[src/include/synth.svh]
`ifndef SYNTH_SVH
`define SYNTH_SVH

// reinterpret a vector with another signedness, no width change
`define CAST(kind, val) kind'(val)

`endif

[src/verilog/exec_pkg.sv]
`default_nettype none

package exec_pkg;

    // datapath geometry, fixed by the RV32I encoding
    localparam int XLEN  = 32;
    localparam int NREGS = 32;

    // major opcodes handled by the execute path
    localparam logic [6:0] OPC_OP     = 7'b0110011;
    localparam logic [6:0] OPC_OP_IMM = 7'b0010011;

    // funct3 field
    localparam logic [2:0] F3_ADD_SUB = 3'b000;
    localparam logic [2:0] F3_SLL     = 3'b001;
    localparam logic [2:0] F3_SLT     = 3'b010;
    localparam logic [2:0] F3_SLTU    = 3'b011;
    localparam logic [2:0] F3_XOR     = 3'b100;
    localparam logic [2:0] F3_SR      = 3'b101;
    localparam logic [2:0] F3_OR      = 3'b110;
    localparam logic [2:0] F3_AND     = 3'b111;

    // funct7 field
    localparam logic [6:0] F7_BASE = 7'b0000000;
    localparam logic [6:0] F7_ALT  = 7'b0100000;

    // only add and sub have bits 1 and 2 clear, the alu relies on this
    typedef enum logic [3:0] {
        ALU_ADD  = 4'b0000,
        ALU_SUB  = 4'b0001,
        ALU_SLT  = 4'b0010,
        ALU_SLTU = 4'b0011,
        ALU_AND  = 4'b0100,
        ALU_OR   = 4'b0101,
        ALU_XOR  = 4'b0110,
        ALU_SLL  = 4'b0111,
        ALU_SRL  = 4'b1010,
        ALU_SRA  = 4'b1011
    } alu_op_e;

    // overflow sits at bit 0, negative at bit 3
    typedef struct packed {
        logic negative;
        logic zero;
        logic carry;
        logic overflow;
    } alu_flags_t;

    typedef struct packed {
        alu_op_e     op;
        logic [4:0]  rd;
        logic [4:0]  rs1;
        logic [4:0]  rs2;
        logic [31:0] imm;
        logic        use_imm;
        logic        illegal;
    } dec_t;

endpackage

`default_nettype wire

[src/verilog/alu.sv]
`timescale 1ns/1ns
`default_nettype none

`include "synth.svh"

module alu import exec_pkg::*; (
    input  logic [XLEN-1:0] a,
    input  logic [XLEN-1:0] b,
    input  alu_op_e         op,
    output logic [XLEN-1:0] res,
    output alu_flags_t      flags
);

    logic [XLEN-1:0]        b_op;
    logic [XLEN-1:0]        sum;
    logic                   cin;
    logic                   co;
    logic                   sub_mode;
    logic [4:0]             shamt;
    logic signed [XLEN-1:0] a_signed;
    logic                   ov_add;
    logic                   ov_sub;

    // everything except add runs the adder as a - b
    assign sub_mode = (op != ALU_ADD);
    assign b_op     = sub_mode ? ~b : b;
    assign cin      = sub_mode;

    assign {co, sum} = {1'b0, a} + {1'b0, b_op} + {{XLEN{1'b0}}, cin};

    // RV32I shifts only look at the low five bits
    assign shamt    = b[4:0];
    assign a_signed = `CAST(signed, a);

    // sign cases for a + b
    assign ov_add = (~a[XLEN-1] & ~b[XLEN-1] &  sum[XLEN-1]) |
                    ( a[XLEN-1] &  b[XLEN-1] & ~sum[XLEN-1]);

    // sign cases for a - b
    assign ov_sub = ( a[XLEN-1] & ~b[XLEN-1] & ~sum[XLEN-1]) |
                    (~a[XLEN-1] &  b[XLEN-1] &  sum[XLEN-1]);

    always_comb begin
        case (op)
            ALU_ADD: begin
                res = sum;
            end
            ALU_SUB: begin
                res = sum;
            end
            ALU_SLT: begin
                // true difference sign, corrected for overflow
                res = {{(XLEN-1){1'b0}}, sum[XLEN-1] ^ ov_sub};
            end
            ALU_SLTU: begin
                // no carry out of a + ~b + 1 means a < b
                res = {{(XLEN-1){1'b0}}, ~co};
            end
            ALU_AND: begin
                res = a & b;
            end
            ALU_OR: begin
                res = a | b;
            end
            ALU_XOR: begin
                res = a ^ b;
            end
            ALU_SLL: begin
                res = a << shamt;
            end
            ALU_SRL: begin
                res = a >> shamt;
            end
            ALU_SRA: begin
                res = a_signed >>> shamt;
            end
            default: begin
                res = '0;
            end
        endcase
    end

    // overflow only for add and sub
    assign flags.overflow = (op == ALU_ADD) ? ov_add :
                            (op == ALU_SUB) ? ov_sub : 1'b0;

    // carry qualified by the opcode encoding, add and sub only
    assign flags.carry    = co & ~op[1] & ~op[2];
    assign flags.zero     = ~(|res);
    assign flags.negative = res[XLEN-1];

    // decoder always resolves to a defined operation
    op_known: assert final (!$isunknown(op));

endmodule

`default_nettype wire

[src/verilog/instr_decode.sv]
`timescale 1ns/1ns
`default_nettype none

module instr_decode import exec_pkg::*; (
    input  logic [31:0] instr,
    output dec_t        dec
);

    logic [6:0] opcode;
    logic [2:0] funct3;
    logic [6:0] funct7;
    logic       f7_base;
    logic       f7_alt;

    assign opcode  = instr[6:0];
    assign funct3  = instr[14:12];
    assign funct7  = instr[31:25];
    assign f7_base = (funct7 == F7_BASE);
    assign f7_alt  = (funct7 == F7_ALT);

    always_comb begin
        dec.rd      = instr[11:7];
        dec.rs1     = instr[19:15];
        dec.rs2     = instr[24:20];
        dec.imm     = {{20{instr[31]}}, instr[31:20]};
        dec.use_imm = (opcode == OPC_OP_IMM);
        dec.op      = ALU_ADD;
        dec.illegal = 1'b0;

        case (opcode)
            OPC_OP: begin
                case (funct3)
                    F3_ADD_SUB: dec.op = f7_alt ? ALU_SUB : ALU_ADD;
                    F3_SLL:     dec.op = ALU_SLL;
                    F3_SLT:     dec.op = ALU_SLT;
                    F3_SLTU:    dec.op = ALU_SLTU;
                    F3_XOR:     dec.op = ALU_XOR;
                    F3_SR:      dec.op = f7_alt ? ALU_SRA : ALU_SRL;
                    F3_OR:      dec.op = ALU_OR;
                    default:    dec.op = ALU_AND;
                endcase
                // alt form exists only for sub and sra
                if (f7_alt) begin
                    dec.illegal = (funct3 != F3_ADD_SUB) && (funct3 != F3_SR);
                end else if (!f7_base) begin
                    dec.illegal = 1'b1;
                end
            end
            OPC_OP_IMM: begin
                case (funct3)
                    F3_ADD_SUB: dec.op = ALU_ADD;
                    F3_SLL: begin
                        dec.op      = ALU_SLL;
                        dec.illegal = !f7_base;
                    end
                    F3_SLT:     dec.op = ALU_SLT;
                    F3_SLTU:    dec.op = ALU_SLTU;
                    F3_XOR:     dec.op = ALU_XOR;
                    F3_SR: begin
                        dec.op      = f7_alt ? ALU_SRA : ALU_SRL;
                        dec.illegal = !(f7_base || f7_alt);
                    end
                    F3_OR:      dec.op = ALU_OR;
                    default:    dec.op = ALU_AND;
                endcase
                // upper bits are plain immediate outside the shifts
            end
            default: begin
                dec.illegal = 1'b1;
            end
        endcase
    end

endmodule

`default_nettype wire

[src/verilog/reg_file.sv]
`timescale 1ns/1ns
`default_nettype none

module reg_file import exec_pkg::*; (
    input  logic            clk,
    input  logic            rst,
    input  logic [4:0]      rs1,
    input  logic [4:0]      rs2,
    output logic [XLEN-1:0] rs1_data,
    output logic [XLEN-1:0] rs2_data,
    input  logic            we,
    input  logic [4:0]      rd,
    input  logic [XLEN-1:0] rd_data
);

    logic [XLEN-1:0] mem [NREGS];

    always_ff @(posedge clk) begin
        if (rst) begin
            for (int i = 0; i < NREGS; i++) begin
                mem[i] <= '0;
            end
        end else if (we && (rd != '0)) begin
            mem[rd] <= rd_data;
        end
    end

    // x0 is hardwired, reads see the updated array
    assign rs1_data = (rs1 == '0) ? '0 : mem[rs1];
    assign rs2_data = (rs2 == '0) ? '0 : mem[rs2];

    // a write aimed at x0 leaves the entry at zero
    x0_untouched: assert property (
        @(posedge clk) disable iff (rst)
        (we && (rd == '0)) |=> (mem[0] == '0)
    );

endmodule

`default_nettype wire

[src/verilog/exec_unit.sv]
`timescale 1ns/1ns
`default_nettype none

module exec_unit import exec_pkg::*; (
    input  logic            clk,
    input  logic            rst,
    input  logic            instr_valid,
    input  logic [31:0]     instr,
    output logic            result_valid,
    output logic [XLEN-1:0] result,
    output alu_flags_t      flags,
    output logic [4:0]      result_rd,
    output logic            illegal
);

    dec_t            dec;
    logic [XLEN-1:0] rs1_data;
    logic [XLEN-1:0] rs2_data;
    logic [XLEN-1:0] op_b;
    logic [XLEN-1:0] alu_res;
    alu_flags_t      alu_flags;
    logic            wr_en;

    instr_decode u_decode (
        .instr (instr),
        .dec   (dec)
    );

    // write happens on the same edge that captures the result
    assign wr_en = instr_valid && !dec.illegal;

    reg_file u_regs (
        .clk      (clk),
        .rst      (rst),
        .rs1      (dec.rs1),
        .rs2      (dec.rs2),
        .rs1_data (rs1_data),
        .rs2_data (rs2_data),
        .we       (wr_en),
        .rd       (dec.rd),
        .rd_data  (alu_res)
    );

    // OP-IMM takes the immediate as operand b
    assign op_b = dec.use_imm ? dec.imm : rs2_data;

    alu u_alu (
        .a     (rs1_data),
        .b     (op_b),
        .op    (dec.op),
        .res   (alu_res),
        .flags (alu_flags)
    );

    always_ff @(posedge clk) begin
        if (rst) begin
            result_valid <= 1'b0;
            illegal      <= 1'b0;
            result       <= '0;
            flags        <= '0;
            result_rd    <= '0;
        end else begin
            result_valid <= wr_en;
            illegal      <= instr_valid && dec.illegal;
            if (wr_en) begin
                result    <= alu_res;
                flags     <= alu_flags;
                result_rd <= dec.rd;
            end
        end
    end

    // each strobe reports either a result or an illegal word
    one_outcome: assert property (
        @(posedge clk) disable iff (rst)
        !(result_valid && illegal)
    );

endmodule

`default_nettype wire

[config.mk]
export PLATFORM = sky130hd
export DESIGN_NAME = exec_unit
export DESIGN_NICKNAME = d
export VERILOG_FILES = /design/src/verilog/exec_pkg.sv /design/src/verilog/alu.sv /design/src/verilog/instr_decode.sv /design/src/verilog/reg_file.sv /design/src/verilog/exec_unit.sv
export VERILOG_INCLUDE_DIRS = /design/src /design/src/include
export SDC_FILE = /design/constraint.sdc
export NUM_CORES = 2
export LEC_CHECK = 0
export ABC_CLOCK_PERIOD_IN_PS = 9400
export BUFFER_PORTS_ARGS = -buffer_cell sky130_fd_sc_hd__buf_2
export CORE_MARGIN = 5
export CORE_UTILIZATION = 50
export CTS_CLUSTER_DIAMETER = 40
export DETAILED_ROUTE_END_ITERATION = 8
export GPL_TIMING_DRIVEN = 0
export PLACE_DENSITY = 0.66
export SYNTH_ARGS = -nofsm -noshare
export SYNTH_HDL_FRONTEND = slang
export SYNTH_HIERARCHICAL = 1
export SYNTH_SLANG_ARGS = --single-unit
[constraint.sdc]
create_clock -name clk -period 9.4 [get_ports clk]
set_input_delay 1.41 -clock clk [delete_from_list [all_inputs] [get_ports clk]]
set_output_delay 1.41 -clock clk [all_outputs]
set_load 0.005 [all_outputs]
==> out/qor.csv <==
stage,metric,value,unit
outcome,status,"complete, but fails checks",
outcome,failing checks,"max-capacitance violations, max-slew violations, negative setup slack",
worst_setup_path,"Slowest-stage cell, CP",a2111oi_1,
worst_setup_path,Critical Path End Type,flop,
worst_setup_path,crit path cell chain,buf_4 > buf_2 > or3b_2 > clkbuf_1 > clkdlybuf4s15_1 > o22ai_1 > a2111oi_1 > nor3_1 > mux2_2 > xnor2_1 > ha_1 > clkbuf_1 > a21oi_1 > nand2_1 > a221o_1 > a21oi_1 > nor2_1 > a211oi_1 > xnor2_1 > nand2_1 > nand2b_1 > clkbuf_1 > and2_1,
routing,DRC,0,
clock_tree,CTS Sinks,1067,
grt,largest net degree at the start of global routing,33,
synthesis,Synth warnings,6,
worst_setup_path,slowest cell delay on critical path,1330,ps
sta,slew of the pin with the lowest slew margin,1610,ps
place,dpl ws,-1950,ps
routing,DR vias,50800,
clock_tree,Hold Buf Count CTS,0,
routing,Via density,7.04,
grt,vias in the first global route,49100,
synthesis,"Seq/Total Area, Yosys",48.1,%
routing,Total Wirelength,300000,um
routing,antenna-violating nets left,0,
cells_and_area,nets,5438,
floorplanning,initial core utilization,50.1,%
routing,initial drt markers,8246,
synthesis,Post-Syn Area per Cell,13.2,um2
sta,setup ws final,-31.2,ps
worst_setup_path,Reg2Reg Depth,22,
worst_setup_path,crit-path max FO,10,
min_path,worst min-delay path class,flop to flop,
routing,wire length per cell,41.6,um
place,number of port buffers,61,
worst_setup_path,cell family with most CP delay,compound AO/OA/AOI/OAI gates,
worst_setup_path,Critical Path Start,instr[22],
clock_tree,clock tree buffer depth,3,
cells_and_area,Util after Layout,57.0,%
clock_tree,CTS tree,yes,
worst_setup_path,crit path to,u_regs/mem[3][29]$_SDFFCE_PN0P_,
floorplanning,Die Y-Extent,373,um
worst_setup_path,"Arr. time, crit path",10100,ps
synthesis,Synth cell types,91,
place,DP Wirelength,214000,um
synthesis,mapped cell area,65700,um2
grt,first-pass GRT wire length,403000,um
worst_setup_path,CP dominant cell by count,clkbuf_1,
worst_setup_path,Required @ worst endpoint,10070,ps
floorplanning,core footprint,131000,um2
clock_tree,worst skew pair latency,810,ps
synthesis,ys async rst share,0,%
sta,period utilization,100,%
worst_setup_path,R2R Setup Slk,1570,ps
clock_tree,CTS root buffer,clkbuf_16,
grt,gr ovfl total,0,
synthesis,predominant post-synthesis flop cell,edfxtp_1,
floorplanning,row count,133,
power_and_ir_drop,total power draw,0.0156,W
clock_tree,CTS Buf Count,160,
synthesis,Synth Register Bits,1067,
floorplanning,I/O pin cnt,78,
floorplanning,Die Width,373,um
place,placed cell areas,69100,um2
sta,"Hold Vio Cnt, Final",0,
worst_setup_path,RR Startpoint,u_regs/mem[15][2]$_SDFFCE_PN0P_,
sta,final clock skew,36.0,ps
cells_and_area,area grow syn2layout,13.8,%
sta,hold_ws,461,ps
floorplanning,die area,139000,um2
worst_setup_path,Worst Setup Start Kind,input port,
sta,final number of max-transition violations,16,
cells_and_area,Final Instance Area,74800,um2
worst_setup_path,Crit path depth,23,
cells_and_area,layout cells sized above 1,24.5,%
clock_tree,"Reg clk slew, reported paths",60,ps
routing,drt pass-1 iters,6,
sta,Max Clk Rate,106,MHz
worst_setup_path,WP buf/inv,6,
synthesis,cell count after synthesis,4994,
job,max_cap viols,5,
grt,Total GRT Usage,42.8,%
power_and_ir_drop,peak supply drop,0.186,mV
sta,# setup viols final,10,
synthesis,"EDFF count, synth",1024,
sta,min cycle time layout,9430,ps
clock_tree,H-Tree Depth,4,
worst_setup_path,WS Path Type,input port to flop,
power_and_ir_drop,Pwr Density,208,nW/um2
worst_setup_path,worst r2r dst,u_regs/mem[3][29]$_SDFFCE_PN0P_,
grt,initial antenna violation count,22,
place,final weighted congestion in routability-driven placement,1.05,
sta,relative max-transition margin,-7.99,%
sta,unrepaired setup endpoints after global routing,no,
power_and_ir_drop,P_leak,27.5,nW
[stage by stage]
stage                TNS, ps  std cells
CTS                        0       7192
floorplan                  0       5025
detailed placement   -932550       6893
global route               0       7207
global placement    -1457100       6841
finish                  -144       7215
[what timing repair did]
item	4_1_cts	5_1_grt
pin swaps	0	2
gates cloned	0	0
setup endpoints to repair	633	186
gates resized for setup	24	22
buffers inserted	3	2
[synth_stat cells, types with 43 or more instances]
cell type	n	area [um2]
buf_2	65	325
nor2_1	144	541
a21oi_1	101	505
nand4bb_1	45	507
a22o_1	54	473
ha_1	98	1230
nand2_1	138	518
edfxtp_1	1024	30700
mux4_2	522	11800
o21ai_0	70	350
nand2b_1	70	438
and2_1	1000	6260
nor3_1	75	375
clkbuf_1	339	1270
mux2i_1	203	2030
o22ai_1	121	757
mux2_2	68	766
inv_1	79	297
dfxtp_1	43	861
buf_4	88	661
[cell usage in the layout (no fill, tap or decap), types with 121 or more instances in the layout]
master and count:
edfxtp_1 1024, and2_1 999, mux4_2 522, clkbuf_1 326
mux2i_1 203, clkbuf_16 162, nor2_1 143, nand2_1 137
buf_2 131, o22ai_1 121
[worst register-to-register path, cell delays in order, from the launching register on]
cell and delay (ps):
edfxtp_1 390, mux4_2 510, a22o_1 300, a2111oi_0 990, nor3_1 110, mux2_1 360
buf_2 210, buf_2 230, buf_2 240, buf_1 430, xnor2_1 290, ha_1 400
nand3b_1 140, o221ai_1 200, a31o_2 410, a21oi_1 370, nor2_1 230, a211oi_1 350
xnor2_1 170, nand2_1 90, nand2b_1 610, clkbuf_1 480, and2_1 210
[registers in the layout, indices dropped and copies added (netlist names)]
register / flops
result: 32
result_rd: 5
illegal: 1
flags: 4
result_valid: 1
u_regs/mem: 1024
[layout make-up]
type	count	area, um2
buffer	554	2800
fill	10800	56400
tap	1755	2200
multi-input combinational	3319	31500
clock inverter	122	1310
clock buffer	176	4110
sequential	1067	31600
inverter	83	312
timing repair buffer	119	907
antenna	20	50.0
[report_power, final]
part           switching (W)  internal, W  total, W
clock                0.00245      0.00355   0.00600
combinational        0.00295      0.00116   0.00411
sequential         0.0000894      0.00536   0.00545
[worst min-delay path by stage]
stage	startpoint	endpoint	slack, ps	depth (start not counted)
2_1_floorplan	flags[2]$_SDFFE_PP0P_	flags[2]$_SDFFE_PP0P_	460	2
3_3_place_gp	result[3]$_SDFFE_PP0P_	result[3]$_SDFFE_PP0P_	450	2
3_5_place_dp	result[6]$_SDFFE_PP0P_	result[6]$_SDFFE_PP0P_	450	2
4_1_cts	result[6]$_SDFFE_PP0P_	result[6]$_SDFFE_PP0P_	460	2
5_1_grt	result[2]$_SDFFE_PP0P_	result[2]$_SDFFE_PP0P_	490	2
6_report	result[6]$_SDFFE_PP0P_	result[6]$_SDFFE_PP0P_	460	2
[routing by layer]
layer / up-vias / wire length, um / global-route usage, %
li1: 19800 / - / -
met1: 25400 / 99400 / 51.2
met2: 4412 / 127000 / 62.3
met3: 1207 / 41400 / 15.1
met4: 8 / 32000 / 35.5
met5: - / 55 / 0
[cell families (layout without fill, tap and decap cells)]
logic type	Yosys count	after routing	synth area share (%)
and+or+nand+nor	1679	1679	15.2
DFF	1067	1067	48.1
muxes	814	814	22.5
AOI/OAI and AO/OA	649	649	6.97
buffers and inverters	639	1054	4.68
adders and majority gates	99	99	1.90
xor gates and xnor gates	46	46	0.613
other	1	52	0.00571
Note: power is estimated with default switching activity, not from simulation.
